**config.mk**
```make
export PLATFORM = sky130hd
export DESIGN_NAME = alu
export DESIGN_NICKNAME = d
export VERILOG_FILES = /design/src/spam_cpu_pkg.sv /design/src/alu.sv
export SDC_FILE = /design/constraint.sdc
export NUM_CORES = 1
export LEC_CHECK = 0
export BUFFER_PORTS_ARGS = -buffer_cell sky130_fd_sc_hd__buf_2
export CAP_MARGIN = 30
export CORE_MARGIN = 2
export CORE_UTILIZATION = 35
export DETAILED_ROUTE_END_ITERATION = 12
export GPL_ROUTABILITY_DRIVEN = 0
export GPL_TIMING_DRIVEN = 0
export PLACE_DENSITY = 0.82
export SLEW_MARGIN = 20
export SYNTH_ARGS = -nofsm -noshare
export SYNTH_HDL_FRONTEND = slang
export SYNTH_SLANG_ARGS = --single-unit
```
**constraint.sdc**
```tcl
create_clock -name clk -period 2.49 [get_ports clk]
set_clock_uncertainty 0.15 [all_clocks]
set_input_delay 0.1245 -clock clk [delete_from_list [all_inputs] [get_ports clk]]
set_output_delay 0.1245 -clock clk [all_outputs]
set_load 0.02 [all_outputs]
```
**src/spam_cpu_pkg.sv**
```systemverilog
// shared instruction format; device codes and alu ops fix the layout of program.hex
`default_nettype none

package spam_cpu_pkg;

    localparam int alu_op_w   = 5;
    localparam int abus_dev_w = 4;
    localparam int bbus_dev_w = 4;
    localparam int targ_dev_w = 5;
    localparam int addr_w     = 16;

    typedef logic [7:0] byte_t;

    // lane 6 is the most significant byte of the 48-bit word
    typedef struct packed {
        byte_t lane6;
        byte_t lane5;
        byte_t lane4;
        byte_t lane3;
        byte_t lane2;
        byte_t lane1;
    } instr_t;

    // undefined codes behave as pass_b
    typedef enum logic [alu_op_w-1:0] {
        pass_b = 5'd0,
        add    = 5'd1,
        sub    = 5'd2,
        bxor   = 5'd3
    } alu_op_e;

    typedef enum logic [abus_dev_w-1:0] {
        adev_reg_a = 4'd0,
        adev_reg_b = 4'd1,
        adev_reg_c = 4'd2,
        adev_reg_d = 4'd3,
        adev_zero  = 4'd4
    } abus_dev_e;

    typedef enum logic [bbus_dev_w-1:0] {
        bdev_reg_a = 4'd0,
        bdev_reg_b = 4'd1,
        bdev_reg_c = 4'd2,
        bdev_reg_d = 4'd3,
        bdev_immed = 4'd4
    } bbus_dev_e;

    // upper two bits pick a block of eight devices
    typedef enum logic [targ_dev_w-1:0] {
        tdev_reg_a  = 5'd0,
        tdev_reg_b  = 5'd1,
        tdev_reg_c  = 5'd2,
        tdev_reg_d  = 5'd3,
        tdev_out    = 5'd4,
        tdev_jmp    = 5'd8,
        tdev_jmp_c  = 5'd9,
        tdev_jmp_z  = 5'd10,
        tdev_jmp_nz = 5'd11,
        tdev_halt   = 5'd16,
        tdev_nop    = 5'd31
    } targ_dev_e;

    typedef struct packed {
        alu_op_e                     alu_op;
        logic [2**abus_dev_w-1:0]    abus_sel;
        logic [2**bbus_dev_w-1:0]    bbus_sel;
        logic [2**targ_dev_w-1:0]    targ_sel;
        logic                        amode;
        logic [addr_w-1:0]           jump_addr;
        byte_t                       immed8;
    } ctrl_t;

    typedef struct packed {
        logic carry;
        logic zero;
    } flags_t;

    // pass_b, abus zero, bbus immed, target halt, direct mode
    localparam instr_t halt_instr = 48'h04_11_01_00_00_00;

endpackage

`default_nettype wire

```
**src/alu.sv**
```systemverilog
// flags change only on register writes; carry after sub is a borrow
`timescale 1ns/1ps
`default_nettype none

module alu (
    input  wire                      clk,
    input  wire                      rst_n,
    input  wire spam_cpu_pkg::ctrl_t ctrl,
    input  wire spam_cpu_pkg::byte_t abus,
    input  wire spam_cpu_pkg::byte_t bbus,
    input  wire                      busy,
    output spam_cpu_pkg::byte_t      result,
    output spam_cpu_pkg::flags_t     flags
);

    logic [8:0] sum;
    logic [8:0] diff;
    logic       carry_next;
    logic       writes_reg;

    assign sum  = {1'b0, abus} + {1'b0, bbus};
    assign diff = {1'b0, abus} - {1'b0, bbus};

    always_comb begin
        carry_next = 1'b0;
        case (ctrl.alu_op)
            spam_cpu_pkg::add: begin
                result     = sum[7:0];
                carry_next = sum[8];
            end
            spam_cpu_pkg::sub: begin
                result     = diff[7:0];
                carry_next = diff[8];
            end
            spam_cpu_pkg::bxor: result = abus ^ bbus;
            default: result = bbus;
        endcase
    end

    assign writes_reg = ctrl.targ_sel[spam_cpu_pkg::tdev_reg_a]
        || ctrl.targ_sel[spam_cpu_pkg::tdev_reg_b]
        || ctrl.targ_sel[spam_cpu_pkg::tdev_reg_c]
        || ctrl.targ_sel[spam_cpu_pkg::tdev_reg_d];

    always_ff @(posedge clk or negedge rst_n) begin
        if (!rst_n) begin
            flags <= '0;
        end else if (writes_reg && !busy) begin
            flags.carry <= carry_next;
            flags.zero  <= (result == 8'h00);
        end
    end

endmodule

`default_nettype wire

```
==> metrics list <==
- Chip height: 60.3 um
* Synthesized net count: about 280
- CTS built an H-tree with a depth of 1.
* Pin count of the biggest net entering global routing: 11
* Run status: finished clean
- TritonCTS built the clock tree.
- Total half-perimeter wirelength after legalization and detailed placement: 2580 um
- More flip-flops sit in one register than any other, and that register is flags.
* Via density per instance: approximately 5.7
- For the worst-skew pair, the clock arrives at the later sink with an insertion delay of 0.23 ns.
* Commonest register cell after synthesis: sky130_fd_sc_hd__dfrtp_1
- Ant. Diodes: 0
* Number of buffers between clock root and the deepest sink: 2
- Data on the critical path arrives at its endpoint at ~2.4 ns.
* Top delay family on crit path: compound AO/OA/AOI/OAI gates
- Number of port buffers: 36
* Biggest regs: flags: 2 flops
- Summed over all layers, the routed wires come to 3560 um.
* Category of the most critical setup path: input pin to flip-flop
* Number of top-level pins: approximately 120
- In the finished design, the share of the clock period the worst path needs comes to 0.985.
- Clock Pin Slew Worst Setup and Hold Paths: roughly 0.03 ns
- Number of antenna violations at the first check in global routing: 0
- Routed Antenna Nets: 0
* First-pass GRT wire length: approximately 5200 um
- The share of the Yosys chip area taken by registers is 0.0450.
- TritonCTS Buffers: 3
* Worst slack on hold paths: 0.0483 ns
- Via count: 1374
* Hold violation total from the final report: 0
* Post-Layout Inst Area: about 1600 um^2
- Post-route non-filler standard cell count: 239
* Congestion Overflow GR: 0
- Total GRT Usage: 0.183
- Per-cell routed wire length: 14.9 um
- Initial standard-cell utilization of the core: 0.367
- Via count of the first global-routing pass: 1186
* Number of distinct library cells after synthesis: 59
- Counting flops with a built-in enable in the synthesized netlist gives 0.
- Capturing element type of the critical path: flip-flop
- In this run, synthesis produced a sequential element count of 2.
* Achievable frequency: 0.408 GHz
- Power spread over the standard cell area amounts to about 270 nW/um^2.
- Pre-Repair DR Iteration Count: 4
- The worst-case IR drop observed on VDD is between 100 and 150 uV.
- Type of the worst min-delay path: input pin to flip-flop
- Syn-to-layout area delta: 43.1%
* Max_cap viols: 0
* Nets: 329
- Setup violations remaining at the end of the flow were counted as 0.
* Critical path fanouts, max: 5
- TritonCTS Sinks: 2
- Die Width: 60.3 um
* Tightest Pin Transition: 0.686 ns
- Netlist area before placement: 1110 um^2
- The die covers 3640 um^2.
- Buffering stage count on the worst path with inverters included: 1
- The Yosys step of the flow raised 0 warnings.
* CTS root buffer: sky130_fd_sc_hd__clkbuf_4
- The region available for standard cell placement spans slightly above 3000 um^2.
- The worst path in the final design needs a cycle of 2.45 ns, including I/O delays and setup.
- Cell types occupying the most area after synthesis: sky130_fd_sc_hd__ha_1 19%, sky130_fd_sc_hd__inv_1 6.1%, sky130_fd_sc_hd__a21oi_1 4.5%
- In the routed design, unresolved DRC markers number 0.
- Initial drt markers: a little under 80
* Number of slew-limit violations in the final report: 0
- The worst setup path is launched from an input pin.
- Required time at the endpoint of the critical path: 2.48 ns
- Summed over all instances, the cell type with the most area after synthesis is sky130_fd_sc_hd__ha_1.
- Including well taps, the total number of placed cells is 230.
- Of the post-synthesis cell area, the dominant cell type holds 0.191.
* Leakage Power: 0.000709 uW
- Crit-path cells: buf_6, ha_4, fa_2, nand2b_4, o221ai_4, a221oi_4, mux2i_1, a22oi_2, or4_4, o31ai_4
- Among all stages on the critical path, the largest delay is contributed by sky130_fd_sc_hd__or4_4.
- Mapped Cells: 150
* Placed Area: approximately 1400 um^2
* Number of flip-flops in the largest register: 2
* Relative max-transition margin: 0.538
- The floorplan has 20 rows.
- FFs w/ async S/R, synth: 1.00
- The largest single stage delay on the critical path is 0.58 ns.
- Of the cells placed in the final design, the portion with a size suffix greater than 1 is 0.426.
- Average cell area after synthesis: 7.41 um^2
==> metrics by stage <==
step	setup WS (ns)	TNS (ns)	util	total power, uW
floorplan	0.0349	0	-	213
global placement	-0.196	-0.347	0.448	286
detailed placement	-0.241	-0.413	0.448	292
CTS	0.00989	0	0.464	375
global route	-0.0560	-0.0737	0.525	461
finish	0.0365	0	0.525	432
==> worst paths after layout <==
path / startpoint / to / slack (ns) / depth (start not counted)
max: bbus[0] / flags[0] / 0.04 / 10
min: busy / flags[1] / 0.05 / 3
max reg2reg: flags[0] / flags[0] / 1.59 / 2
min reg2reg: flags[1] / flags[1] / 0.38 / 2
max in group asynchronous: rst_n / flags[0] / 2.01 / 2
min in group asynchronous: rst_n / flags[1] / 0.09 / 2
==> cells in the mapped netlist, drive strengths merged, types with 2 or more instances <==
cell / n
clkbuf: 3
a221oi: 3
o31ai: 2
o32a: 2
nor2: 12
a21oi: 11
inv: 18
dfrtp: 2
nor3: 6
ha: 17
a31oi: 3
nand2: 7
and2: 2
o21ai: 10
xor2: 2
a21o: 3
fa: 2
buf: 5
o22ai: 5
a211oi: 3
or3: 2
a22oi: 2
o211ai: 3
==> tightest hold or removal path, cell delays in order <==
cell	delay [ns]
sky130_fd_sc_hd__buf_2	0.08
sky130_fd_sc_hd__nor2_1	0.06
sky130_fd_sc_hd__a21oi_1	0.11
==> final cells by class <==
| type | count | area (um^2) |
|---|---|---|
| tap | 44 | 55.1 |
| clock buffer | 3 | 22.5 |
| multi-input combinational | 122 | 1100 |
| sequential | 2 | 50.0 |
| buffer | 8 | 45.0 |
| timing repair buffer | 42 | 245 |
| inverter | 18 | 67.6 |
| fill | 315 | 1440 |
==> routing by layer <==
metal	share of wire	wire [um]	vias to the layer above	track usage
met5	0	0	-	0
met4	0.0048	17	0	0.0381
met3	0.049	176	4	0.00853
met2	0.51	1830	59	0.314
met1	0.43	1540	654	0.254
li1	-	-	657	-
==> cells in the final DEF (no fill, tap or decap), types with 5 or more instances in the layout <==
| master | netlist | routed |
|---|---|---|
| sky130_fd_sc_hd__a21oi_1 | 10 | 9 |
| sky130_fd_sc_hd__buf_2 | 4 | 35 |
| sky130_fd_sc_hd__buf_4 | 0 | 8 |
| sky130_fd_sc_hd__ha_1 | 17 | 14 |
| sky130_fd_sc_hd__inv_1 | 18 | 16 |
| sky130_fd_sc_hd__nand2_1 | 6 | 6 |
| sky130_fd_sc_hd__nor2_1 | 12 | 11 |
| sky130_fd_sc_hd__nor3_1 | 5 | 5 |
| sky130_fd_sc_hd__o21ai_0 | 10 | 8 |
| sky130_fd_sc_hd__o22ai_1 | 5 | 5 |
==> cells by family (layout without fill, tap and decap cells) <==
| logic type | after synthesis | in the layout | synth area share |
|---|---|---|---|
| AO/OA/AOI/OAI | 59 | 59 | 0.393 |
| adder cells (fa/ha/maj) | 19 | 19 | 0.227 |
| multiplexers | 1 | 1 | 0.00901 |
| flip-flops | 2 | 2 | 0.0450 |
| AND/OR/NAND/NOR | 40 | 40 | 0.203 |
| XOR/XNOR | 3 | 3 | 0.0237 |
| buffers and inverters | 26 | 71 | 0.0991 |
==> where the power goes <==
group          leakage (uW)  switching (uW)  internal, uW  total, uW
combinational      0.000669             185           138        323
clock             0.0000138            20.6          53.3       73.9
sequential        0.0000263           0.825          34.4       35.2
total              0.000709             207           225        432
==> what timing repair did <==
action | in CTS | in global routing
resized for setup | 3 | 35
hold buffers | 1 | 0
hold endpoints to repair | 2 | 0
buffers inserted | 1 | 4
setup endpoints to repair | 2 | 3
pin swaps | 1 | 17
(Power assumes the default switching activity.)
