File: src/spam_cpu_pkg.sv
// shared instruction format; device codes and alu ops fix the layout of program.hex
`default_nettype none

package spam_cpu_pkg;

    localparam int alu_op_w   = 5;
    localparam int abus_dev_w = 4;
    localparam int bbus_dev_w = 4;
    localparam int targ_dev_w = 5;
    localparam int addr_w     = 16;

    typedef logic [7:0] byte_t;

    // lane 6 is the most significant byte of the 48-bit word
    typedef struct packed {
        byte_t lane6;
        byte_t lane5;
        byte_t lane4;
        byte_t lane3;
        byte_t lane2;
        byte_t lane1;
    } instr_t;

    // undefined codes behave as pass_b
    typedef enum logic [alu_op_w-1:0] {
        pass_b = 5'd0,
        add    = 5'd1,
        sub    = 5'd2,
        bxor   = 5'd3
    } alu_op_e;

    typedef enum logic [abus_dev_w-1:0] {
        adev_reg_a = 4'd0,
        adev_reg_b = 4'd1,
        adev_reg_c = 4'd2,
        adev_reg_d = 4'd3,
        adev_zero  = 4'd4
    } abus_dev_e;

    typedef enum logic [bbus_dev_w-1:0] {
        bdev_reg_a = 4'd0,
        bdev_reg_b = 4'd1,
        bdev_reg_c = 4'd2,
        bdev_reg_d = 4'd3,
        bdev_immed = 4'd4
    } bbus_dev_e;

    // upper two bits pick a block of eight devices
    typedef enum logic [targ_dev_w-1:0] {
        tdev_reg_a  = 5'd0,
        tdev_reg_b  = 5'd1,
        tdev_reg_c  = 5'd2,
        tdev_reg_d  = 5'd3,
        tdev_out    = 5'd4,
        tdev_jmp    = 5'd8,
        tdev_jmp_c  = 5'd9,
        tdev_jmp_z  = 5'd10,
        tdev_jmp_nz = 5'd11,
        tdev_halt   = 5'd16,
        tdev_nop    = 5'd31
    } targ_dev_e;

    typedef struct packed {
        alu_op_e                     alu_op;
        logic [2**abus_dev_w-1:0]    abus_sel;
        logic [2**bbus_dev_w-1:0]    bbus_sel;
        logic [2**targ_dev_w-1:0]    targ_sel;
        logic                        amode;
        logic [addr_w-1:0]           jump_addr;
        byte_t                       immed8;
    } ctrl_t;

    typedef struct packed {
        logic carry;
        logic zero;
    } flags_t;

    // pass_b, abus zero, bbus immed, target halt, direct mode
    localparam instr_t halt_instr = 48'h04_11_01_00_00_00;

endpackage

`default_nettype wire

File: src/pc_unit.sv
// pc wraps at 2**rom_awidth; jump addresses keep only their low rom_awidth bits
`timescale 1ns/1ps
`default_nettype none

module pc_unit #(
    parameter int rom_awidth = 8
) (
    input  wire                       clk,
    input  wire                       rst_n,
    input  wire spam_cpu_pkg::ctrl_t  ctrl,
    input  wire spam_cpu_pkg::flags_t flags,
    input  wire                       busy,
    output logic [rom_awidth-1:0]     pc,
    output logic                      halted
);

    logic take_jump;

    // flags come from the last register write
    assign take_jump = ctrl.targ_sel[spam_cpu_pkg::tdev_jmp]
        || (ctrl.targ_sel[spam_cpu_pkg::tdev_jmp_c] && flags.carry)
        || (ctrl.targ_sel[spam_cpu_pkg::tdev_jmp_z] && flags.zero)
        || (ctrl.targ_sel[spam_cpu_pkg::tdev_jmp_nz] && !flags.zero);

    always_ff @(posedge clk or negedge rst_n) begin
        if (!rst_n) begin
            pc     <= '0;
            halted <= 1'b0;
        end else if (!halted && !busy) begin
            if (ctrl.targ_sel[spam_cpu_pkg::tdev_halt]) begin
                halted <= 1'b1;
            end else if (take_jump) begin
                pc <= ctrl.jump_addr[rom_awidth-1:0];
            end else begin
                pc <= pc + 1'b1;
            end
        end
    end

    // halt is final
    a_halt_freezes_pc: assert property (
        @(posedge clk) disable iff (!rst_n)
        halted |=> halted && $stable(pc)
    ) else $error("[ERROR] pc moved or halt cleared after halt");

endmodule

`default_nettype wire

File: config.mk
export PLATFORM = sky130hd
export DESIGN_NAME = pc_unit
export DESIGN_NICKNAME = d
export VERILOG_FILES = /design/src/spam_cpu_pkg.sv /design/src/pc_unit.sv
export SDC_FILE = /design/constraint.sdc
export NUM_CORES = 1
export LEC_CHECK = 0
export ABC_AREA = 1
export BUFFER_PORTS_ARGS = -buffer_cell sky130_fd_sc_hd__buf_2
export CAP_MARGIN = 20
export CORE_MARGIN = 2
export CORE_UTILIZATION = 25
export DETAILED_ROUTE_END_ITERATION = 12
export PLACE_DENSITY = 0.76
export SETUP_SLACK_MARGIN = 0.15
export SYNTH_ARGS = -nofsm -noshare
export SYNTH_HDL_FRONTEND = slang
export SYNTH_SLANG_ARGS = --single-unit
File: constraint.sdc
create_clock -name clk -period 1.3 [get_ports clk]
set_clock_uncertainty 0.15 [all_clocks]
set_input_delay 0.13 -clock clk [delete_from_list [all_inputs] [get_ports clk]]
set_output_delay 0.13 -clock clk [all_outputs]
set_load 0.005 [all_outputs]
==> out/qor.csv, run 1 <==
stage,metric,value,unit
finish,most frequent cells in the layout,"nand2_1 (37), buf_2 (22), inv_1 (13)",
sta,WHS,0.0208,ns
critical_path,launch point of the critical path,pc[0],
critical_path,Critical Path Fanout Max,5,
power_and_ir_drop,Worst VDD drop,0.629,mV
finish,Diodes inserted,0,
critical_path,critical path class,reg2out,
clocking,worst-skew pair later-pin latency,0.26,ns
synth,Synth Net Count,203,
synth,Mapped Area,663,µm²
clocking,Worst-path clk slew,0.07,ns
sta,"Hold Violations, Final",0,
clocking,CTS tree,yes,
finish,Post-Layout Cell Count,173,
global_route,first-pass GRT wire length,2840,µm
sta,max_slew headroom,79.7,%
critical_path,Critical Path Start Type,register,
finish,Fill cells,283,
critical_path,Critical Path End Type,output port,
finish,Layout area overhead,53.2,%
status,outcome,"complete, no violations",
floorplan,row cnt,18,
critical_path,FF-to-FF End,pc[6],
synth,sequential share of the synthesized area,34.0,%
floorplan,Die Area,3080,µm²
power_and_ir_drop,power per cell area,1050,nW/µm²
global_route,grt total ovfl,0,
route,Routed WL,1720,µm
route,Antenna Violating Nets Remaining,0,
sta,fmax,798,MHz
sta,Setup Viol. Count Final,0,
place,area of placed instances,850,µm²
place,DP Wirelength,1220,µm
route,drt drc,0,
synth,Yosys reg bits,9,
route,drt pass-1 iters,4,
sta,Final WS setup,0.0473,ns
job,max-cap violation count,0,
sta,Worst-Margin Slew,0.303,ns
min_path,HP Class,in2reg,
route,Via-to-Cell Ratio,4.35,
synth,synthesized instance count,103,
global_route,Total Routing Usage GR,11.7,%
critical_path,r2r setup slk,0.05,ns
synth,yosys warns,0,
finish,layout cell share with drive strength beyond 1,41.3,%
sta,Tcrit/Tclk final,96.4,%
route,via count,753,
finish,sequential cell area,230,µm²
clocking,Clock Root Buffer,clkbuf_4,
clocking,CTS buffer count,3,
min_path,Min-Delay Startpoint,ctrl[11],
sta,final slew viol count,0,
place,pre-CTS setup slack,-0.0184,ns
sta,Period minus WS final,1.25,ns
finish,"most common cell after layout, fill and taps aside",nand2_1,
clocking,clock sink count,9,
floorplan,Initial Util,26.5,%
floorplan,Die H,55.5,µm
global_route,vias in the first global route,659,
place,gpl congestion,0.769,
route,DR WL/cell,9.91,µm
critical_path,Required @ worst endpoint,1.02,ns
floorplan,CORE AREA,2500,µm²
critical_path,R2R depth,7,
min_path,WHS Endpoint,pc[3],
power_and_ir_drop,Pwr Total,0.00107,W
finish,area of the multi-input gates,388,µm²
min_path,WHS Path Cells,5,
critical_path,Critical R2R Launch,pc[0],
place,placed cell count,159,
floorplan,width of the die,55.5,µm
finish,Final Cell Area,1020,µm²
global_route,initial antenna violation count,0,
clocking,CTS max path bufs,2,
synth,synth unique cells,17,
critical_path,WP data arrival,0.97,ns
floorplan,I/O pin cnt,108,
global_route,largest net degree at the start of global routing,13,
route,drt initial violations,14,
synth,Avg Inst Size Synth,6.44,µm²
power_and_ir_drop,Leakage,0.513,nW
clocking,H-tree lvl count,1,
finish,Final nets,244,
sta,RSZ-0062 raised after global routing,yes,
place,I/O Buffers,26,
## area by class of cell
type / count / share of cell area, %
well taps: 30 / 3.69
flip-flops and latches: 9 / 22.7
clock buffers: 4 / 2.59
multi-input cells: 76 / 38.2
inverters: 15 / 5.79
repair buffers: 39 / 27.1
## per-layer routing
metal  global-route usage (%)  vias to the layer above  share of wire [%]
li1                         -                      397                  -
met5                        0                        -                  0
met4                     2.09                        0                  0
met1                     14.2                      336                 44
met2                     19.7                       20                 50
met3                     4.68                        0                6.5
## cell usage after synthesis
cell type | n | area share, %
xnor2_1 | 1 | 1.3
nand4_1 | 2 | 1.9
nor2_2 | 6 | 5.7
buf_2 | 1 | 0.75
nand3_1 | 13 | 9.8
buf_6 | 1 | 1.7
dfrtp_1 | 9 | 34
o21ai_1 | 1 | 0.75
o21ai_0 | 2 | 1.5
buf_4 | 1 | 1.1
nand2_2 | 3 | 2.8
nor2_4 | 1 | 1.7
nand2_1 | 39 | 22
o21bai_1 | 1 | 1.1
inv_1 | 15 | 8.5
ha_1 | 1 | 1.9
nor2_1 | 6 | 3.4
## worst max path at each step
stage	end	depth (start not counted)
final	pc[0]	2
after global placement	pc[5]	5
after detailed placement	pc[5]	5
after CTS	pc[6]	6
after global routing	pc[6]	7
after floorplan	pc[6]	6
## sequential cells by signal, summed over array words and instances (netlist names)
name,flops
halted,1
pc,8
## kinds of logic after synthesis
kind of cell               synth area share, %
AOI/OAI and AO/OA                         3.40
xor gates and xnor gates                  1.32
adders and majority gates                 1.89
buffers and inverters                     12.1
DFF                                       34.0
and+or+nand+nor                           47.4
## worst max-delay path, stage by stage, from the launching register on
cell and delay (ns):
dfrtp_2 0.45, buf_4 0.15, buf_2 0.12
## metrics by stage
stage	util, %	TNS (ns)
floorplan	-	0
global placement	34.0	0
detailed placement	34.0	-0.0184
CTS	37.8	0
global route	40.6	-0.0632
finish	40.6	0
## report_power, final
part	switching (W)	internal [W]	total (W)
clock	0.000104	0.000119	0.000223
sequential	0.0000752	0.000338	0.000413
combinational	0.000191	0.000243	0.000434
total	0.000370	0.000699	0.00107
## repair_timing
item                                    4_1_cts  5_1_grt
hold endpoints to repair                     10        0
gates resized for setup                       9        7
endpoints found under the setup margin       12       14
hold buffers                                  3        0
setup buffers                                 2        5
pin swaps                                     8        4
No activity file was read; power rests on OpenSTA's default activity.
==> run 2: changes to the inputs <==
--- a/config.mk
+++ b/config.mk
@@ -11,7 +11,7 @@
 export CORE_MARGIN = 2
 export CORE_UTILIZATION = 25
 export DETAILED_ROUTE_END_ITERATION = 12
-export PLACE_DENSITY = 0.76
+export PLACE_DENSITY = 0.86
 export SETUP_SLACK_MARGIN = 0.15
 export SYNTH_ARGS = -nofsm -noshare
 export SYNTH_HDL_FRONTEND = slang
==> constraint.sdc (replaced) <==
create_clock -name clk -period 1 [get_ports clk]
set_clock_uncertainty 0.15 [all_clocks]
set_input_delay 0.2 -clock clk [delete_from_list [all_inputs] [get_ports clk]]
set_output_delay 0.2 -clock clk [all_outputs]
set_load 0.005 [all_outputs]
==> run 2 against run 1 <==
The run now ends with hold timing, setup timing left; sequential power rose by 22%; sequential share of layout area shrank 4.0 points; final area increased by 21%; die area unchanged; critical path depth unchanged; register-to-register slack worse by 0.30 ns; critical path type unchanged; clock-buffer cell count unchanged; cell count is 9.2% higher.
==> out/qor.csv, run 2 (synthesized netlist as in run 1, its figures left out) <==
stage,metric,value,unit,change
status,outcome,finished with violations,,
status,failing checks,"hold timing, setup timing",,
global_route,initial antenna violation count,0,,unchanged
critical_path,R2R depth,7,,unchanged
finish,Layout area overhead,85.3,%,
critical_path,WP data arrival,0.94,ns,-0.03 ns
power_and_ir_drop,Internal Power,0.00115,W,+65%
route,Routed WL,2070,µm,+20%
power_and_ir_drop,Clk network pwr share,16.7,%,-4.1 points
finish,Diodes inserted,0,,unchanged
place,DP Wirelength,1370,µm,+12%
global_route,grt total ovfl,0,,unchanged
clocking,Clock Root Buffer,clkbuf_4,,
finish,area of the multi-input gates,432,µm²,+11%
sta,Final WS setup,-0.294,ns,-0.342 ns
finish,Post-Layout Cell Count,189,,+9.2%
critical_path,critical path class,reg2out,,
global_route,vias in the first global route,832,,+26%
finish,sequential cell area,229,µm²,-0.54%
power_and_ir_drop,Worst VDD drop,0.610,mV,-3.1%
route,Via-to-Cell Ratio,4.59,,+5.5%
finish,layout cell share with drive strength beyond 1,52.2,%,+11 points
sta,Setup Viol. Count Final,17,,+17
power_and_ir_drop,Leakage,0.627,nW,+22%
route,DR WL/cell,10.9,µm,+10%
finish,Fill cells,252,,-11%
min_path,WHS Path Cells,2,,-3
place,pre-CTS setup slack,-0.225,ns,-0.207 ns
floorplan,Initial Util,26.5,%,unchanged
place,I/O Buffers,26,,unchanged
finish,max FFs per register,8,,unchanged
clocking,number of hold buffers added after CTS,1,,-2
place,placed cell count,169,,+6.3%
route,via count,868,,+15%
sta,Worst-Margin Slew,0.216,ns,-0.0879 ns
clocking,clock sink count,9,,unchanged
floorplan,Die Area,3080,µm²,unchanged
sta,Setup TNS,-3.65,ns,-3.65 ns
sta,Tcrit/Tclk final,129,%,
global_route,first-pass GRT wire length,3490,µm,+23%
finish,most frequent cells in the layout,"nand2_1 (36), buf_2 (19), buf_6 (18)",,
power_and_ir_drop,sw frac,34.3,%,-0.34 points
sta,max_slew headroom,85.6,%,+5.9 points
clocking,H-tree lvl count,1,,unchanged
sta,fmax,773,MHz,
clocking,CTS max path bufs,2,,unchanged
power_and_ir_drop,Switch Pwr,0.000602,W,+63%
place,gpl congestion,0.802,,+4.3%
clocking,CTS tree,yes,,
sta,final slew viol count,0,,unchanged
finish,"most common cell after layout, fill and taps aside",nand2_1,,
global_route,Total Routing Usage GR,14.1,%,+2.4 points
floorplan,I/O pin cnt,108,,unchanged
critical_path,Critical Path Fanout Max,4,,-1
power_and_ir_drop,power per cell area,1430,nW/µm²,+36%
power_and_ir_drop,sequential power share,28.7,%,-9.9 points
route,drt initial violations,22,,+8
min_path,HP Class,in2reg,,
floorplan,CORE AREA,2500,µm²,unchanged
clocking,CTS buffer count,3,,unchanged
finish,Final nets,260,,+6.6%
floorplan,Die H,55.5,µm,unchanged
sta,WHS,-0.00859,ns,-0.0294 ns
sta,Period minus WS final,1.29,ns,
finish,largest registers,"pc: 8 flops, halted: 1 flops",,
clocking,worst-skew pair later-pin latency,0.27,ns,about the same
power_and_ir_drop,Combinational Power Share,54.6,%,+14 points
floorplan,width of the die,55.5,µm,unchanged
clocking,Worst-path clk slew,0.07,ns,about the same
critical_path,Required @ worst endpoint,0.65,ns,-0.37 ns
global_route,largest net degree at the start of global routing,13,,unchanged
route,drt pass-1 iters,4,,unchanged
critical_path,Critical Path End Type,output port,,
critical_path,Critical Path Start Type,register,,
sta,RSZ-0062 raised after global routing,yes,,
job,max-cap violation count,0,,unchanged
route,drt drc,0,,unchanged
finish,Largest Register,pc,,
floorplan,row cnt,18,,unchanged
sta,"Hold Violations, Final",1,,+1
route,Antenna Violating Nets Remaining,0,,unchanged
## run 2: timing repair
action / in CTS / in global routing
endpoints found under the setup margin: 17 / 17
resized for setup: 25 / 8
setup buffers: 15 / 0
endpoints found under the hold margin: 10 / 1
pin swaps: 9 / 3
## run 2: power by group through the flow
stage	registers, W	clock network [W]	logic (W)
3_3_place_gp	0.000509	0	0.000512
5_1_grt	0.000513	0.000318	0.00104
3_5_place_dp	0.000513	0	0.000522
6_report	0.000504	0.000293	0.000959
4_1_cts	0.000496	0.000284	0.000891
2_1_floorplan	0.000534	0	0.000253
## run 2: worst max-delay path: stages, from the launching register on
cell	delay [ns]
dfrtp_2	0.44
buf_6	0.13
buf_6	0.10
## run 2: final timing paths
path,from,slack [ns],to
min reg2reg,halted,0.38,halted
min,busy,-0.009,halted
min in group asynchronous,rst_n,0.16,pc[5]
max in group asynchronous,rst_n,0.33,pc[1]
max,pc[2],-0.29,pc[2]
max reg2reg,pc[0],-0.25,pc[6]
## run 2: cell type report
class / count / share of cell area, %
Timing Repair Buffer: 55 / 36.5
Tap cell: 30 / 3.05
Sequential cell: 9 / 18.6
Inverter: 15 / 4.58
Clock buffer: 4 / 2.14
Multi-Input combinational cell: 76 / 35.1
## run 2: per-stage QoR
stage                     total power (W)  util, %  instance area, µm²
after global routing              0.00187     49.1                1230
after floorplan                  0.000787        -                 693
after CTS                         0.00167     47.8                1190
final                             0.00176     49.1                1230
after global placement            0.00102     37.5                 937
after detailed placement          0.00104     37.5                 937
## run 2: layer usage
metal / share of wire, % / global-route usage, %
met2: 51 / 24.3
met5: 0 / 0
met1: 39 / 15.9
met4: 2.6 / 9.06
met3: 7.3 / 2.34
==> run 3: changes to the inputs <==
--- a/config.mk
+++ b/config.mk
@@ -9,9 +9,10 @@
 export BUFFER_PORTS_ARGS = -buffer_cell sky130_fd_sc_hd__buf_2
 export CAP_MARGIN = 20
 export CORE_MARGIN = 2
-export CORE_UTILIZATION = 25
+export CORE_UTILIZATION = 30
+export CTS_CLUSTER_SIZE = 20
 export DETAILED_ROUTE_END_ITERATION = 12
-export PLACE_DENSITY = 0.86
+export PLACE_DENSITY = 0.95
 export SETUP_SLACK_MARGIN = 0.15
 export SYNTH_ARGS = -nofsm -noshare
 export SYNTH_HDL_FRONTEND = slang
==> constraint.sdc (replaced) <==
create_clock -name clk -period 1.5 [get_ports clk]
set_clock_uncertainty 0.15 [all_clocks]
set_input_delay 0.3 -clock clk [delete_from_list [all_inputs] [get_ports clk]]
set_output_delay 0.3 -clock clk [all_outputs]
set_load 0.005 [all_outputs]
==> run 3 against run 2 <==
The flow now finishes without violations; combinational power down 69%; die area is 16% lower; flip-flop and latch count did not move; clock power fell by 34%; wire length fell by 20%; sequential share of layout area grew 6.6 points; critical path type unchanged; largest cell class is now multi-input combinational cells; largest power group is now registers.
==> out/qor.csv, run 3 (synthesized netlist as in run 1, its figures left out) <==
stage,metric,value,unit,change
route,drt drc,0,,unchanged
global_route,first-pass GRT wire length,2930,µm,-16%
route,Antenna Violating Nets Remaining,0,,unchanged
floorplan,row cnt,17,,-1
critical_path,Critical Path Fanout Max,5,,+1
floorplan,Die H,51.0,µm,-8.1%
critical_path,CP cell instances,buf_6 > buf_6,,
global_route,initial antenna violation count,0,,unchanged
global_route,Total Routing Usage GR,14.6,%,+0.50 points
place,pre-CTS setup slack,0.136,ns,+0.361 ns
critical_path,Critical Path End Type,output port,,
finish,Post-Layout Cell Count,162,,-14%
power_and_ir_drop,sw frac,35.7,%,+1.4 points
sta,Setup TNS,0,ns,+3.65 ns
finish,sequential cell area,228,µm²,-0.55%
critical_path,WP data arrival,0.95,ns,about the same
clocking,Clock Root Buffer,clkbuf_4,,
min_path,HP Class,in2reg,,
sta,Period minus WS final,1.40,ns,
floorplan,CORE AREA,2150,µm²,-14%
clocking,H-tree lvl count,1,,unchanged
sta,final slew viol count,0,,unchanged
critical_path,critical path class,reg2out,,
finish,layout cell share with drive strength beyond 1,35.1,%,-17 points
min_path,Min-Delay Startpoint,busy,,
clocking,CTS max path bufs,2,,unchanged
route,drt initial violations,10,,-55%
critical_path,launch point of the critical path,pc[0],,
clocking,clock sink count,9,,unchanged
global_route,largest net degree at the start of global routing,13,,unchanged
finish,max FFs per register,8,,unchanged
place,gpl congestion,0.781,,-2.7%
power_and_ir_drop,Leakage,0.469,nW,-25%
sta,"Hold Violations, Final",0,,-1
sta,WHS,0.0754,ns,+0.0840 ns
sta,fmax,713,MHz,
place,I/O Buffers,26,,unchanged
status,outcome,"complete, no violations",,
critical_path,Required @ worst endpoint,1.05,ns,+0.40 ns
job,max-cap violation count,0,,unchanged
critical_path,FF-to-FF End,pc[7],,
sta,Worst-Margin Slew,0.299,ns,+0.0831 ns
floorplan,width of the die,51.0,µm,-8.1%
sta,Tcrit/Tclk final,93.5,%,
critical_path,CP max stage cell,dfrtp_1,,
route,drt pass-1 iters,4,,unchanged
critical_path,r2r setup slk,0.18,ns,+0.43 ns
sta,max_slew headroom,80.0,%,-5.6 points
finish,largest registers,"pc: 8 flops, halted: 1 flops",,
power_and_ir_drop,Worst VDD drop,0.456,mV,-25%
clocking,CTS buffer count,3,,unchanged
power_and_ir_drop,Internal Power,0.000545,W,-53%
clocking,CTS tree,yes,,
finish,Diodes inserted,0,,unchanged
sta,Final WS setup,0.0978,ns,+0.392 ns
global_route,vias in the first global route,696,,-16%
place,DP Wirelength,1250,µm,-8.4%
global_route,grt total ovfl,0,,unchanged
power_and_ir_drop,sequential power share,42.6,%,+14 points
finish,Fill cells,224,,-11%
route,via count,756,,-13%
floorplan,I/O pin cnt,108,,unchanged
power_and_ir_drop,Clk network pwr share,22.7,%,+6.0 points
critical_path,most frequent CP cell,buf_6,,
finish,area of the multi-input gates,373,µm²,-14%
critical_path,largest stage delay on the critical path,0.43,ns,about the same
power_and_ir_drop,power per cell area,941,nW/µm²,-34%
critical_path,R2R depth,8,,+1
clocking,Worst-path clk slew,0.07,ns,about the same
sta,RSZ-0062 raised after global routing,yes,,
place,placed cell count,157,,-7.1%
critical_path,Critical R2R Launch,pc[0],,
sta,Setup Viol. Count Final,0,,-17
route,Routed WL,1650,µm,-20%
power_and_ir_drop,Switch Pwr,0.000302,W,-50%
finish,Largest Register,pc,,
finish,most frequent cells in the layout,"nand2_1 (38), buf_2 (24), inv_1 (14)",,
floorplan,Die Area,2600,µm²,-16%
clocking,worst-skew pair later-pin latency,0.26,ns,about the same
finish,"most common cell after layout, fill and taps aside",nand2_1,,
clocking,number of setup buffers added after CTS,0,,-15
route,Via-to-Cell Ratio,4.67,,+1.6%
critical_path,worst setup path end,pc[0],,
route,DR WL/cell,10.2,µm,-6.9%
critical_path,Critical Path Start Type,register,,
finish,Layout area overhead,35.8,%,
power_and_ir_drop,Combinational Power Share,34.7,%,-20 points
floorplan,Initial Util,30.9,%,+4.3 points
finish,Final nets,235,,-9.6%
[run 3: cell types whose count changed in the layout (fill, tap and decap cells not counted), moves of 2 or more]
cell | previous run | this run
buf_2 | 19 | 24
nand3_1 | 10 | 13
inv_2 | 3 | 1
buf_4 | 16 | 1
inv_1 | 12 | 14
nand2_1 | 36 | 38
buf_6 | 18 | 4
nand3_4 | 2 | 0
[run 3: area by class of cell]
type | count | share of cell area [%]
Timing Repair Buffer | 30 | 20.3
Sequential cell | 9 | 25.3
Tap cell | 28 | 3.89
Multi-Input combinational cell | 76 | 41.4
Inverter | 15 | 6.25
Clock buffer | 4 | 2.92
[run 3: critical path, delay by kind of cell, from the launching register on]
kind	cells	cell delay (ns)
buf+inv	2	0.26
flops	1	0.43
[run 3: worst min path at each step]
stage / endpoint / slack, ns / cells past startpoint
2_1_floorplan: halted / -0.15 / 0
3_3_place_gp: pc[5] / 0.01 / 1
3_5_place_dp: pc[5] / 0.02 / 1
4_1_cts: halted / 0.07 / 2
5_1_grt: halted / 0.07 / 2
6_report: halted / 0.08 / 2
[run 3: timing repair]
action / in CTS / in global routing
hold endpoints to repair: 9 / 0
gates resized for setup: 6 / 6
endpoints found under the setup margin: 4 / 11
gates cloned: 0 / 0
hold buffers: 1 / 0
[run 3: power groups by stage]
stage | clock [W] | sequential (W) | combinational [W]
after CTS | 0.000195 | 0.000353 | 0.000286
after floorplan | 0 | 0.000346 | 0.000149
after detailed placement | 0 | 0.000354 | 0.000258
after global placement | 0 | 0.000350 | 0.000246
after global routing | 0.000213 | 0.000367 | 0.000334
final | 0.000193 | 0.000361 | 0.000294
[run 3: per-layer routing]
layer	wire length [µm]	up-vias	part of all wire, %	GRT usage (%)
met2	804	35	49	25.3
met1	702	339	43	17.5
met4	34	0	2.1	6.76
li1	-	378	-	-
met5	0	-	0	0
met3	106	4	6.4	2.34
[run 3: per-stage QoR]
| step | area [µm²] | util [%] | total power, W |
|---|---|---|---|
| 5_1_grt | 901 | 41.9 | 0.000914 |
| 2_1_floorplan | 663 | - | 0.000495 |
| 4_1_cts | 887 | 41.3 | 0.000835 |
| 3_3_place_gp | 827 | 38.5 | 0.000596 |
| 3_5_place_dp | 827 | 38.5 | 0.000612 |
| 6_report | 901 | 41.9 | 0.000848 |
