**src/spam_cpu_pkg.sv**
```systemverilog
// shared instruction format; device codes and alu ops fix the layout of program.hex
`default_nettype none

package spam_cpu_pkg;

    localparam int alu_op_w   = 5;
    localparam int abus_dev_w = 4;
    localparam int bbus_dev_w = 4;
    localparam int targ_dev_w = 5;
    localparam int addr_w     = 16;

    typedef logic [7:0] byte_t;

    // lane 6 is the most significant byte of the 48-bit word
    typedef struct packed {
        byte_t lane6;
        byte_t lane5;
        byte_t lane4;
        byte_t lane3;
        byte_t lane2;
        byte_t lane1;
    } instr_t;

    // undefined codes behave as pass_b
    typedef enum logic [alu_op_w-1:0] {
        pass_b = 5'd0,
        add    = 5'd1,
        sub    = 5'd2,
        bxor   = 5'd3
    } alu_op_e;

    typedef enum logic [abus_dev_w-1:0] {
        adev_reg_a = 4'd0,
        adev_reg_b = 4'd1,
        adev_reg_c = 4'd2,
        adev_reg_d = 4'd3,
        adev_zero  = 4'd4
    } abus_dev_e;

    typedef enum logic [bbus_dev_w-1:0] {
        bdev_reg_a = 4'd0,
        bdev_reg_b = 4'd1,
        bdev_reg_c = 4'd2,
        bdev_reg_d = 4'd3,
        bdev_immed = 4'd4
    } bbus_dev_e;

    // upper two bits pick a block of eight devices
    typedef enum logic [targ_dev_w-1:0] {
        tdev_reg_a  = 5'd0,
        tdev_reg_b  = 5'd1,
        tdev_reg_c  = 5'd2,
        tdev_reg_d  = 5'd3,
        tdev_out    = 5'd4,
        tdev_jmp    = 5'd8,
        tdev_jmp_c  = 5'd9,
        tdev_jmp_z  = 5'd10,
        tdev_jmp_nz = 5'd11,
        tdev_halt   = 5'd16,
        tdev_nop    = 5'd31
    } targ_dev_e;

    typedef struct packed {
        alu_op_e                     alu_op;
        logic [2**abus_dev_w-1:0]    abus_sel;
        logic [2**bbus_dev_w-1:0]    bbus_sel;
        logic [2**targ_dev_w-1:0]    targ_sel;
        logic                        amode;
        logic [addr_w-1:0]           jump_addr;
        byte_t                       immed8;
    } ctrl_t;

    typedef struct packed {
        logic carry;
        logic zero;
    } flags_t;

    // pass_b, abus zero, bbus immed, target halt, direct mode
    localparam instr_t halt_instr = 48'h04_11_01_00_00_00;

endpackage

`default_nettype wire

```
**src/out_port.sv**
```systemverilog
// single byte buffer; a second write while one is pending stalls the core
`timescale 1ns/1ps
`default_nettype none

module out_port (
    input  wire                      clk,
    input  wire                      rst_n,
    input  wire spam_cpu_pkg::ctrl_t ctrl,
    input  wire spam_cpu_pkg::byte_t result,
    output logic                     out_valid,
    output spam_cpu_pkg::byte_t      out_data,
    input  wire                      out_ready,
    output logic                     busy
);

    logic write;
    logic load;

    assign write = ctrl.targ_sel[spam_cpu_pkg::tdev_out];
    assign busy  = write && out_valid && !out_ready;
    // loads also when the old byte leaves on this edge
    assign load  = write && !busy;

    always_ff @(posedge clk or negedge rst_n) begin
        if (!rst_n) begin
            out_valid <= 1'b0;
        end else if (load) begin
            out_valid <= 1'b1;
        end else if (out_ready) begin
            out_valid <= 1'b0;
        end
    end

    always_ff @(posedge clk) begin
        if (load) begin
            out_data <= result;
        end
    end

    a_hold_while_stalled: assert property (
        @(posedge clk) disable iff (!rst_n)
        out_valid && !out_ready |=> out_valid && $stable(out_data)
    ) else $error("[ERROR] output byte changed before acceptance");

endmodule

`default_nettype wire

```
**config.mk**
```make
export PLATFORM = sky130hd
export DESIGN_NAME = out_port
export DESIGN_NICKNAME = d
export VERILOG_FILES = /design/src/spam_cpu_pkg.sv /design/src/out_port.sv
export SDC_FILE = /design/constraint.sdc
export NUM_CORES = 1
export LEC_CHECK = 0
export BUFFER_PORTS_ARGS = -buffer_cell sky130_fd_sc_hd__buf_4
export CAP_MARGIN = 15
export CORE_ASPECT_RATIO = 1.4
export CORE_MARGIN = 2
export CORE_UTILIZATION = 15
export CTS_CLUSTER_DIAMETER = 100
export DETAILED_ROUTE_END_ITERATION = 12
export PLACE_DENSITY = 0.77
export SYNTH_ARGS = -nofsm -noshare
export SYNTH_HDL_FRONTEND = slang
export SYNTH_SLANG_ARGS = --single-unit
export TNS_END_PERCENT = 1
```
**constraint.sdc**
```tcl
create_clock -name clk -period 1.35 [get_ports clk]
set_clock_uncertainty 0.05 [all_clocks]
set_input_delay 0.135 -clock clk [delete_from_list [all_inputs] [get_ports clk]]
set_output_delay 0.135 -clock clk [all_outputs]
set_load 0.005 [all_outputs]
```
==> results.tsv, run 1 <==
stage	metric	value	unit
pwr	switching share of power	0.1949	
critical_path	type of the setup path with the least slack	register to output pin	
pwr	cell-internal power	0.4950	mW
synth	dominant combinational cell family by area after synthesis	simple AND/OR/NAND/NOR gates	
layout	area added between synthesis and finish	97.07	%
sta	fin crit period	1.103	ns
synth	complex-gate fraction of the synthesized area	0	
synth	proportion of synthesized area in mux cells	0	
drt	DR vias/cell	3.559	
synth	post-synthesis share of cell area spent on full adders, half adders and majority gates	0	
layout	ratio of cells with drive above 1 in the final layout	0.5532	
floorplan	I/O pin count	115	
sta	share of the clock period used by the worst path	0.8168	
critical_path	Crit path required time	1.16	ns
synth	Ys Warns	0	
floorplan	vertical die dimension	56.83	microns
sta	Total Neg Setup Slack	0	ns
critical_path	type of destination of the critical path	output pin	
floorplan	area of the core region	0.001926	sq mm
clocking	clock insertion delay at the later pin of the skew report	0.25	ns
synth	per-instance average area after synthesis	21.36	sq um
placement	HPWL reported at the end of detailed placement	512	microns
clocking	clk root buf	sky130_fd_sc_hd__clkbuf_4	
synth	most used flip-flop cell after synthesis	sky130_fd_sc_hd__edfxtp_1	
drt	DRT Pass-1 Iters	2	
sta	maximum achievable frequency	0.9069	GHz
sta	Final Hold Fails	0	
synth	Distinct cells, synth	7	
global_route	Overflow after GRT	0	
drt	post-route ant nets	0	
sta	unrepaired setup endpoints after global routing	false	
clocking	maximum buffer depth of the clock tree	2	
clocking	CTS tree	yes	
pwr	power density of the placed cells	1043	mW/mm^2
synth	fraction of registers with async set/reset	0.1111	
worst_hold_path	Tightest Hold Check Type	input port to register	
global_route	GR Util All Layers	0.06803	
pwr	net switching power figure	0.1198	mW
sta	Min Hold Slack	0.01270	ns
floorplan	die area	0.002372	sq mm
clocking	number of sinks driven by the clock tree	9	
run_status	run status	finished, final reports clean	
critical_path	worst reg-to-reg setup slack	0.31	ns
pwr	portion of total power attributed to the clock network	0.328	
pwr	portion of total power attributed to combinational logic	0.139	
sta	normalized max-slew margin	0.9147	
synth	simple logic cell fraction of the synthesized area	0.1004	
synth	area share of the leading cell type in the synthesized netlist	0.8033	
pwr	Seq pwr share	0.533	
floorplan	die span in x	41.74	microns
clocking	Clock transition at path regs	0.06	ns
layout	NumNets Final	153	
synth	count leader, synth	sky130_fd_sc_hd__edfxtp_1	
clocking	number of buffers added by the clock tree synthesis step	3	
synth	post-synth top area cell	sky130_fd_sc_hd__edfxtp_1	
layout	Antenna Cells	0	
critical_path	top fanout value on the critical path	3	
pwr	worst vdd ir	0.4798	mV
sta	count of final max-slew check failures	0	
synth	Post-Synthesis Cells	14	
clocking	count of instances resized after the clock tree is built	0	
synth	post-synthesis xor/xnor area fraction	0	
floorplan	effective utilization at floorplan	0.1553	
critical_path	Data arrival, critical path	0.92	ns
pwr	Static Leakage	0.2599	nW
drt	initial drt markers	1	
global_route	vias in the first global route	304	
synth	register bit total from synthesis	9	
global_route	antenna violations before repair	0	
clocking	H-tree levels	1	
synth	synthesized net count	119	
synth	sequential-to-total area share from yosys stat	0.8870	
sta	setup violators final	0	
global_route	first-pass GRT wire length	1193	microns
critical_path	kind of start point of the critical path	register	
flow_run	max-cap check violation count	0	
global_route	maximum number of pins on one net before global-route repair	9	
drt	Post-route DRC	0	
clocking	setup fix buffers added after clock tree synthesis	0	
sta	Slew @ Worst Pin	0.1280	ns
drt	mean routed wirelength per cell	10.57	microns
drt	sum of routed wire length over all layers	719	microns
synth	synth top area cells	sky130_fd_sc_hd__edfxtp_1 80%, sky130_fd_sc_hd__dfrtp_1 8.4%, sky130_fd_sc_hd__nand2b_4 4.6%	
drt	vias after detailed routing	242	
placement	global placement routability congestion	0.6424	
synth	EDFF count, synth	8	
floorplan	number of cell rows	19	
placement	input/output buffers	21	
synth	cell area after synthesis	299.0	sq um
==> kinds of logic after synthesis <==
logic type,after synthesis
buf+inv,1
simple gates,4
flops,9
==> worst max-delay path, stage by stage, from the launching register on <==
cell and delay (ns):
sky130_fd_sc_hd__dfrtp_1 0.39, sky130_fd_sc_hd__nand2b_4 0.07, sky130_fd_sc_hd__nor2_1 0.09, sky130_fd_sc_hd__buf_4 0.12
==> power groups by stage <==
stage | Sequential (mW) | Combinational [mW] | Clock (mW)
finish | 0.327 | 0.0856 | 0.202
global route | 0.329 | 0.0928 | 0.221
CTS | 0.328 | 0.0839 | 0.211
detailed placement | 0.333 | 0.0677 | 0
global placement | 0.333 | 0.0651 | 0
floorplan | 0.335 | 0.0136 | 0
==> stage by stage <==
step / std cells / utilization / instance area (sq um) / setup WS, ns / power (mW)
after global routing: 68 / 0.3060 / 589.3 / 0.1988 / 0.6433
after CTS: 67 / 0.3008 / 579.3 / 0.2315 / 0.6224
after detailed placement: 56 / 0.2508 / 483.0 / 0.3210 / 0.4012
after floorplan: 14 / - / 299.0 / 0.3426 / 0.3487
after global placement: 56 / 0.2508 / 483.0 / 0.3345 / 0.3979
final: 68 / 0.3060 / 589.3 / 0.2474 / 0.6149
==> registers in the layout, indices dropped and copies added (netlist names) <==
register	flops
out_valid	1
out_data	8
==> worst paths after layout <==
kind | start | endpoint | cells after the start
worst min-delay path | result[3] | out_data[3] | 1
min in group asynchronous | rst_n | out_valid | 2
worst max-delay path | out_valid | busy | 3
max in group asynchronous | rst_n | out_valid | 2
worst min register to register | out_valid | out_valid | 2
worst max register to register | out_valid | out_data[2] | 2
==> layout make-up <==
cell class              count  area [sq um]
clock buffers               4         26.28
fillers                   186          1336
inverters                   1         3.754
multi-input cells           4         30.03
flip-flops and latches      9         265.3
well taps                  21         26.28
repair buffers             29         237.7
==> layer usage <==
layer | global-route usage | wire length, microns | vias to the layer above
met5 | 0 | 0 | -
met4 | 0.05530 | 0 | 0
met3 | 0.01929 | 68 | 0
met2 | 0.1295 | 444 | 15
met1 | 0.05422 | 207 | 112
li1 | - | - | 115
==> cell usage in the layout, fill, tap and decap left out <==
cell / n
sky130_fd_sc_hd__nor2_1: 1
sky130_fd_sc_hd__clkbuf_1: 1
sky130_fd_sc_hd__inv_1: 1
sky130_fd_sc_hd__nand2_1: 1
sky130_fd_sc_hd__dfrtp_1: 1
sky130_fd_sc_hd__dlygate4sd3_1: 8
sky130_fd_sc_hd__edfxtp_1: 8
sky130_fd_sc_hd__buf_4: 21
sky130_fd_sc_hd__clkbuf_4: 3
sky130_fd_sc_hd__and2_4: 1
sky130_fd_sc_hd__nand2b_4: 1
==> what timing repair did <==
action,in CTS,in global routing
hold buffers,7,1
endpoints found under the setup margin,0,0
hold endpoints to repair,7,1
Note: power is estimated with default switching activity, not from simulation.
==> inputs of run 2 (changes only) <==
Settings changed: CORE_UTILIZATION 15 to 14, PLACE_DENSITY 0.77 to 0.75.
Clock period 1.35 ns to 1 ns, I/O delays scaled along.
==> run 2 against run 1 <==
The run now ends with negative setup slack left. Flip-flop and latch count unchanged. First-iteration DRC count increased to 5.0 times the previous value. Final area is 8.7% higher. Non-clock buffer count increased by 4. Total power up 38%.
==> results.tsv, run 2 (synthesized netlist as in run 1, its figures left out) <==
stage	metric	value	unit	change
global_route	Overflow after GRT	0		unchanged
layout	max FFs per register	8		unchanged
clocking	clk root buf	sky130_fd_sc_hd__clkbuf_4		
sta	final setup slack of the worst path	-0.1267	ns	-0.3740 ns
sta	setup violators final	10		+10
placement	Worst Setup Slack post-DPL	-0.02197	ns	-0.3429 ns
layout	design area	640.6	sq um	+8.7%
sta	count of final max-slew check failures	0		unchanged
worst_hold_path	Tightest Hold Check Type	input port to register		
placement	global placement routability congestion	0.6045		-5.9%
sta	Final Hold Fails	0		unchanged
global_route	vias in the first global route	336		+11%
pwr	total power	0.8477	mW	+38%
drt	DRT Pass-1 Iters	2		unchanged
critical_path	kind of start point of the critical path	register		
floorplan	number of cell rows	19		unchanged
layout	count of filler cells inserted in the layout	212		+14%
critical_path	most used cell along the critical path	sky130_fd_sc_hd__buf_6		
layout	registers with the highest flip-flop counts	out_data: 8 flops, out_valid: 1 flops		
sta	maximum achievable frequency	0.8876	GHz	
flow_run	max-cap check violation count	0		unchanged
drt	initial drt markers	5		+4
layout	commonest cells after routing, fill and taps aside	21 x sky130_fd_sc_hd__buf_4, 9 x sky130_fd_sc_hd__dlygate4sd3_1, 8 x sky130_fd_sc_hd__edfxtp_1		
clocking	maximum buffer depth of the clock tree	2		unchanged
drt	sum of routed wire length over all layers	748	microns	+4.0%
critical_path	cell with the largest stage delay on the worst path	sky130_fd_sc_hd__dfrtp_1		
sta	Min Hold Slack	0.04510	ns	+0.03240 ns
drt	DR vias/cell	3.639		+2.2%
clocking	number of sinks driven by the clock tree	9		unchanged
clocking	H-tree levels	1		unchanged
critical_path	cell breakdown of the critical path	nand2b_4, buf_6, nor2_4, buf_6		
sta	unrepaired setup endpoints after global routing	true		
sta	share of the clock period used by the worst path	1.127		
pwr	power density of the placed cells	1323	mW/mm^2	+27%
run_status	violated checks	negative setup slack		
critical_path	Data arrival, critical path	0.98	ns	+0.06 ns
critical_path	type of the setup path with the least slack	register to output pin		
layout	area added between synthesis and finish	114.2	%	
floorplan	die span in x	43.06	microns	+3.2%
sta	Slew @ Worst Pin	0.1209	ns	-0.007076 ns
sta	fin crit period	1.127	ns	
clocking	number of buffers added by the clock tree synthesis step	3		unchanged
global_route	first-pass GRT wire length	1317	microns	+10%
drt	post-route ant nets	0		unchanged
clocking	CTS tree	yes		
pwr	cell-internal power	0.6860	mW	+39%
clocking	Clock transition at path regs	0.06	ns	about the same
placement	input/output buffers	21		unchanged
run_status	run status	complete, but fails checks		
pwr	portion of total power attributed to combinational logic	0.166		+0.027
floorplan	vertical die dimension	58.69	microns	+3.3%
layout	NumNets Final	157		+2.6%
pwr	switching share of power	0.1908		-0.004057
pwr	Static Leakage	0.2821	nW	+8.5%
critical_path	CP max stage delay	0.38	ns	about the same
global_route	antenna violations before repair	0		unchanged
critical_path	top fanout value on the critical path	2		-1
clocking	clock insertion delay at the later pin of the skew report	0.25	ns	about the same
drt	vias after detailed routing	262		+8.3%
pwr	portion of total power attributed to the clock network	0.312		-0.016
pwr	Seq pwr share	0.522		-0.011
critical_path	type of destination of the critical path	output pin		
floorplan	I/O pin count	115		unchanged
pwr	net switching power figure	0.1618	mW	+35%
drt	Post-route DRC	0		unchanged
layout	ratio of cells with drive above 1 in the final layout	0.5882		+0.03504
floorplan	die area	0.002527	sq mm	+6.5%
global_route	GR Util All Layers	0.07138		+0.003352
critical_path	Crit path required time	0.85	ns	-0.31 ns
drt	mean routed wirelength per cell	10.39	microns	-1.7%
sta	normalized max-slew margin	0.9194		+0.004718
floorplan	effective utilization at floorplan	0.1497		-0.005546
global_route	maximum number of pins on one net before global-route repair	9		unchanged
layout	leading cell type in the layout, fill and taps excluded	sky130_fd_sc_hd__buf_4		
floorplan	area of the core region	0.001997	sq mm	+3.7%
placement	Placement Cell Area	490.5	sq um	+1.6%
layout	Reg with most FFs	out_data		
layout	Antenna Cells	0		unchanged
pwr	worst vdd ir	0.6631	mV	+38%
[run 2: critical path, delay by kind of cell (launching register included)]
family	cells	cell delay [ns]
flops	1	0.38
buf+inv	2	0.21
simple gates	2	0.13
[run 2: path summary, 6_finish.rpt]
check                                from           to  slack [ns]  depth (start not counted)
worst max-delay path            out_valid         busy       -0.13                          4
worst min-delay path             ctrl[29]    out_valid        0.05                          3
worst max register to register  out_valid  out_data[1]       -0.11                          3
worst min register to register  out_valid    out_valid        0.60                          3
max in group asynchronous           rst_n    out_valid        0.72                          2
min in group asynchronous           rst_n    out_valid        0.10                          2
[run 2: power by group through the flow]
stage	Clock, mW	Sequential [mW]	Combinational (mW)
after floorplan	0	0.452	0.0183
after global placement	0	0.449	0.0915
after detailed placement	0	0.451	0.0945
after CTS	0.279	0.443	0.132
after global routing	0.296	0.445	0.153
final	0.265	0.443	0.140
[run 2: final cells by class]
type	instances	area (sq um)	area share
flip-flops and latches	9	265.3	0.4141
well taps	21	26.28	0.04102
multi-input cells	4	37.54	0.05859
clock buffers	4	26.28	0.04102
repair buffers	33	281.5	0.4395
inverters	1	3.754	0.005859
[run 2: stage by stage]
stage	cells	util	setup TNS, ns
after floorplan	14	-	-0.02270
after global placement	57	0.2456	-0.03159
after detailed placement	57	0.2456	-0.1743
after CTS	71	0.3127	-0.4260
after global routing	72	0.3208	-1.337
final	72	0.3208	-1.034
[run 2: what timing repair did]
action,CTS,global route
gates resized for setup,3,2
endpoints found under the setup margin,9,10
setup buffers,1,1
pin swaps,1,1
cloned,0,0
hold buffers,9,0
endpoints found under the hold margin,9,0
[run 2: metal layers]
layer / wire length, microns / part of all wire / global-route usage
met5: 0 / 0 / 0
met4: 0 / 0 / 0.03896
met3: 73 / 0.098 / 0.02147
met2: 489 / 0.65 / 0.1429
met1: 185 / 0.25 / 0.05973
==> inputs of run 3 (changes only) <==
Settings changed: CELL_PAD_IN_SITES_DETAIL_PLACEMENT from default to 0, CELL_PAD_IN_SITES_GLOBAL_PLACEMENT from default to 1, CORE_UTILIZATION 14 to 10, PLACE_DENSITY 0.75 to default, PLACE_DENSITY_LB_ADDON from default to 0.1.
==> run 3 against run 2 <==
The flow still finishes with violations (negative setup slack). Die area grew 37%. Sequential power is essentially flat. Clock power grew 61%. Core utilization shrank 9.3 points. Count of clock-buffer cells in the layout is the same. Total power grew 17%. Wire length shrank 4.7%. Combinational power shrank 12%. Final area grew 1.2%. Maximum frequency grew 6.8%.
==> results.tsv, run 3 (synthesized netlist as in run 1, its figures left out) <==
stage	metric	value	unit	change
worst_hold_path	end of the worst hold path	out_valid		
critical_path	cell with the largest stage delay on the worst path	sky130_fd_sc_hd__dfrtp_1		
critical_path	worst reg2reg startpoint	out_valid		
placement	global placement routability congestion	0.6445		+6.6%
layout	count of filler cells inserted in the layout	304		+43%
clocking	number of buffers added by the clock tree synthesis step	3		unchanged
critical_path	worst reg-to-reg setup slack	-0.06	ns	+0.05 ns
sta	fin crit period	1.055	ns	-0.07151 ns
drt	DRT Pass-1 Iters	3		+1
floorplan	vertical die dimension	68.70	microns	+17%
global_route	first-pass GRT wire length	1041	microns	-21%
clocking	CTS tree	yes		
layout	NumNets Final	155		-1.3%
placement	Placement Cell Area	503.0	sq um	+2.6%
clocking	H-tree levels	1		unchanged
critical_path	number of buffer and inverter instances along the worst setup path	0		-2
critical_path	type of destination of the critical path	register		
run_status	violated checks	negative setup slack		
layout	Antenna Cells	0		unchanged
sta	Final Hold Fails	0		unchanged
critical_path	Top delay family on crit path	flip-flops		
drt	uppermost layer routed	met3		
global_route	antenna violations before repair	0		unchanged
floorplan	die area	0.003450	sq mm	+37%
layout	leading cell type in the layout, fill and taps excluded	sky130_fd_sc_hd__buf_4		
sta	share of the clock period used by the worst path	1.055		-0.07151
worst_hold_path	hold path startpoint	ctrl[29]		
layout	area added between synthesis and finish	116.7	%	
global_route	Overflow after GRT	0		unchanged
critical_path	Crit Reg-Reg Endpoint	out_data[5]		
critical_path	cell depth of the worst setup path	2		-2
sta	normalized max-slew margin	0.9087		-0.01067
clocking	number of sinks driven by the clock tree	9		unchanged
sta	Slew @ Worst Pin	0.1369	ns	+0.01600 ns
worst_hold_path	Tightest Hold Check Type	input port to register		
layout	max FFs per register	8		unchanged
drt	sum of routed wire length over all layers	713	microns	-4.7%
pwr	power density of the placed cells	1531	mW/mm^2	+16%
sta	setup violators final	9		-1
drt	DR vias/cell	2.791		-23%
layout	Reg with most FFs	out_data		
clocking	Clock transition at path regs	0.05	ns	about the same
sta	maximum achievable frequency	0.9477	GHz	+6.8%
drt	WL met3	83	microns	+14%
floorplan	die span in x	50.22	microns	+17%
worst_hold_path	Hold Path Stages	3		unchanged
run_status	run status	complete, but fails checks		
critical_path	CP max stage delay	0.41	ns	+0.03 ns
sta	Min Hold Slack	0.04893	ns	+0.003830 ns
floorplan	effective utilization at floorplan	0.1050		-0.04479
drt	vias after detailed routing	240		-8.4%
critical_path	Crit path required time	0.89	ns	+0.04 ns
floorplan	I/O pin count	115		unchanged
layout	post-route core utilization	0.2275		-0.09331
placement	HPWL reported at the end of detailed placement	511.4	microns	
layout	ratio of cells with drive above 1 in the final layout	0.5714		-0.01681
floorplan	area of the core region	0.002849	sq mm	+43%
drt	Met1 Wirelength	254	microns	+37%
floorplan	number of cell rows	23		+4
drt	initial drt markers	6		+1
global_route	maximum number of pins on one net before global-route repair	9		unchanged
critical_path	cell breakdown of the critical path	nand2b_4, and2_4		
layout	registers with the highest flip-flop counts	out_data: 8 flops, out_valid: 1 flops		
layout	design area	648.1	sq um	+1.2%
clocking	clk root buf	sky130_fd_sc_hd__clkbuf_8		
drt	mean routed wirelength per cell	8.291	microns	-20%
pwr	worst vdd ir	0.6159	mV	-7.1%
drt	Post-route DRC	0		unchanged
sta	final setup slack of the worst path	-0.05514	ns	+0.07151 ns
placement	input/output buffers	21		unchanged
critical_path	Data arrival, critical path	0.94	ns	-0.04 ns
clocking	maximum buffer depth of the clock tree	2		unchanged
sta	count of final max-slew check failures	0		unchanged
pwr	total power	0.9923	mW	+17%
flow_run	max-cap check violation count	0		unchanged
drt	post-route ant nets	0		unchanged
critical_path	type of the setup path with the least slack	register to register		
critical_path	kind of start point of the critical path	register		
clocking	clock insertion delay at the later pin of the skew report	0.23	ns	-0.02 ns
layout	commonest cells after routing, fill and taps aside	22 x sky130_fd_sc_hd__buf_4, 9 x sky130_fd_sc_hd__dlygate4sd3_1, 8 x sky130_fd_sc_hd__edfxtp_1		
global_route	GR Util All Layers	0.04604		-0.02534
global_route	vias in the first global route	234		-30%
critical_path	worst reg-to-reg path cell count	2		-1
critical_path	top fanout value on the critical path	8		+6
pwr	Static Leakage	0.2763	nW	-2.0%
drt	met2 wirelength from detailed routing	375	microns	-23%
sta	unrepaired setup endpoints after global routing	true		
## run 3: cell count changes in the layout (fill, tap and decap cells not counted), sizes merged
cell  previous run  this run
buf             24        22
## run 3: layout make-up
class | instances | area (sq um) | share of cell area
clock buffer | 4 | 45.04 | 0.06950
timing repair buffer | 31 | 255.2 | 0.3938
inverter | 1 | 3.754 | 0.005792
tap | 37 | 46.29 | 0.07143
multi-input combinational | 4 | 32.53 | 0.05019
sequential | 9 | 265.3 | 0.4093
## run 3: how the worst max path moves through the flow
stage,startpoint,to,slack (ns)
floorplan,out_valid,out_data[0],-0.003
global placement,out_valid,out_data[1],-0.03
detailed placement,out_valid,out_data[5],-0.05
CTS,out_valid,out_data[2],-0.06
global route,out_valid,out_data[2],-0.08
finish,out_valid,out_data[5],-0.06
## run 3: power breakdown
part	switching [mW]	total [mW]	internal (mW)
registers	0.00691	0.443	0.436
clock network	0.148	0.427	0.278
logic	0.0368	0.123	0.0864
## run 3: tightest hold or removal path, stage by stage
cell and delay, ns:
sky130_fd_sc_hd__buf_4 0.09, sky130_fd_sc_hd__inv_1 0.05, sky130_fd_sc_hd__nand2_1 0.06
## run 3: timing repair
item                                   in CTS  in global routing
setup endpoints to repair                   9                  9
hold buffers                                9                  0
resized for setup                           0                  1
pin swaps                                   0                  1
setup buffers                               0                  1
endpoints found under the hold margin       9                  0
## run 3: routing by layer
layer | global-route usage | vias to the layer above
li1 | - | 119
met1 | 0.04654 | 105
met2 | 0.06579 | 16
met3 | 0.02155 | 0
met4 | 0.05208 | 0
met5 | 0 | -
## run 3: through the flow
stage | std cells | TNS (ns) | setup slack (ns)
4_1_cts | 85 | -0.5069 | -0.05893
3_5_place_dp | 72 | -0.4341 | -0.05442
2_1_floorplan | 14 | -0.02270 | -0.002838
6_report | 86 | -0.4619 | -0.05514
3_3_place_gp | 72 | -0.2279 | -0.02870
5_1_grt | 86 | -0.7036 | -0.08045
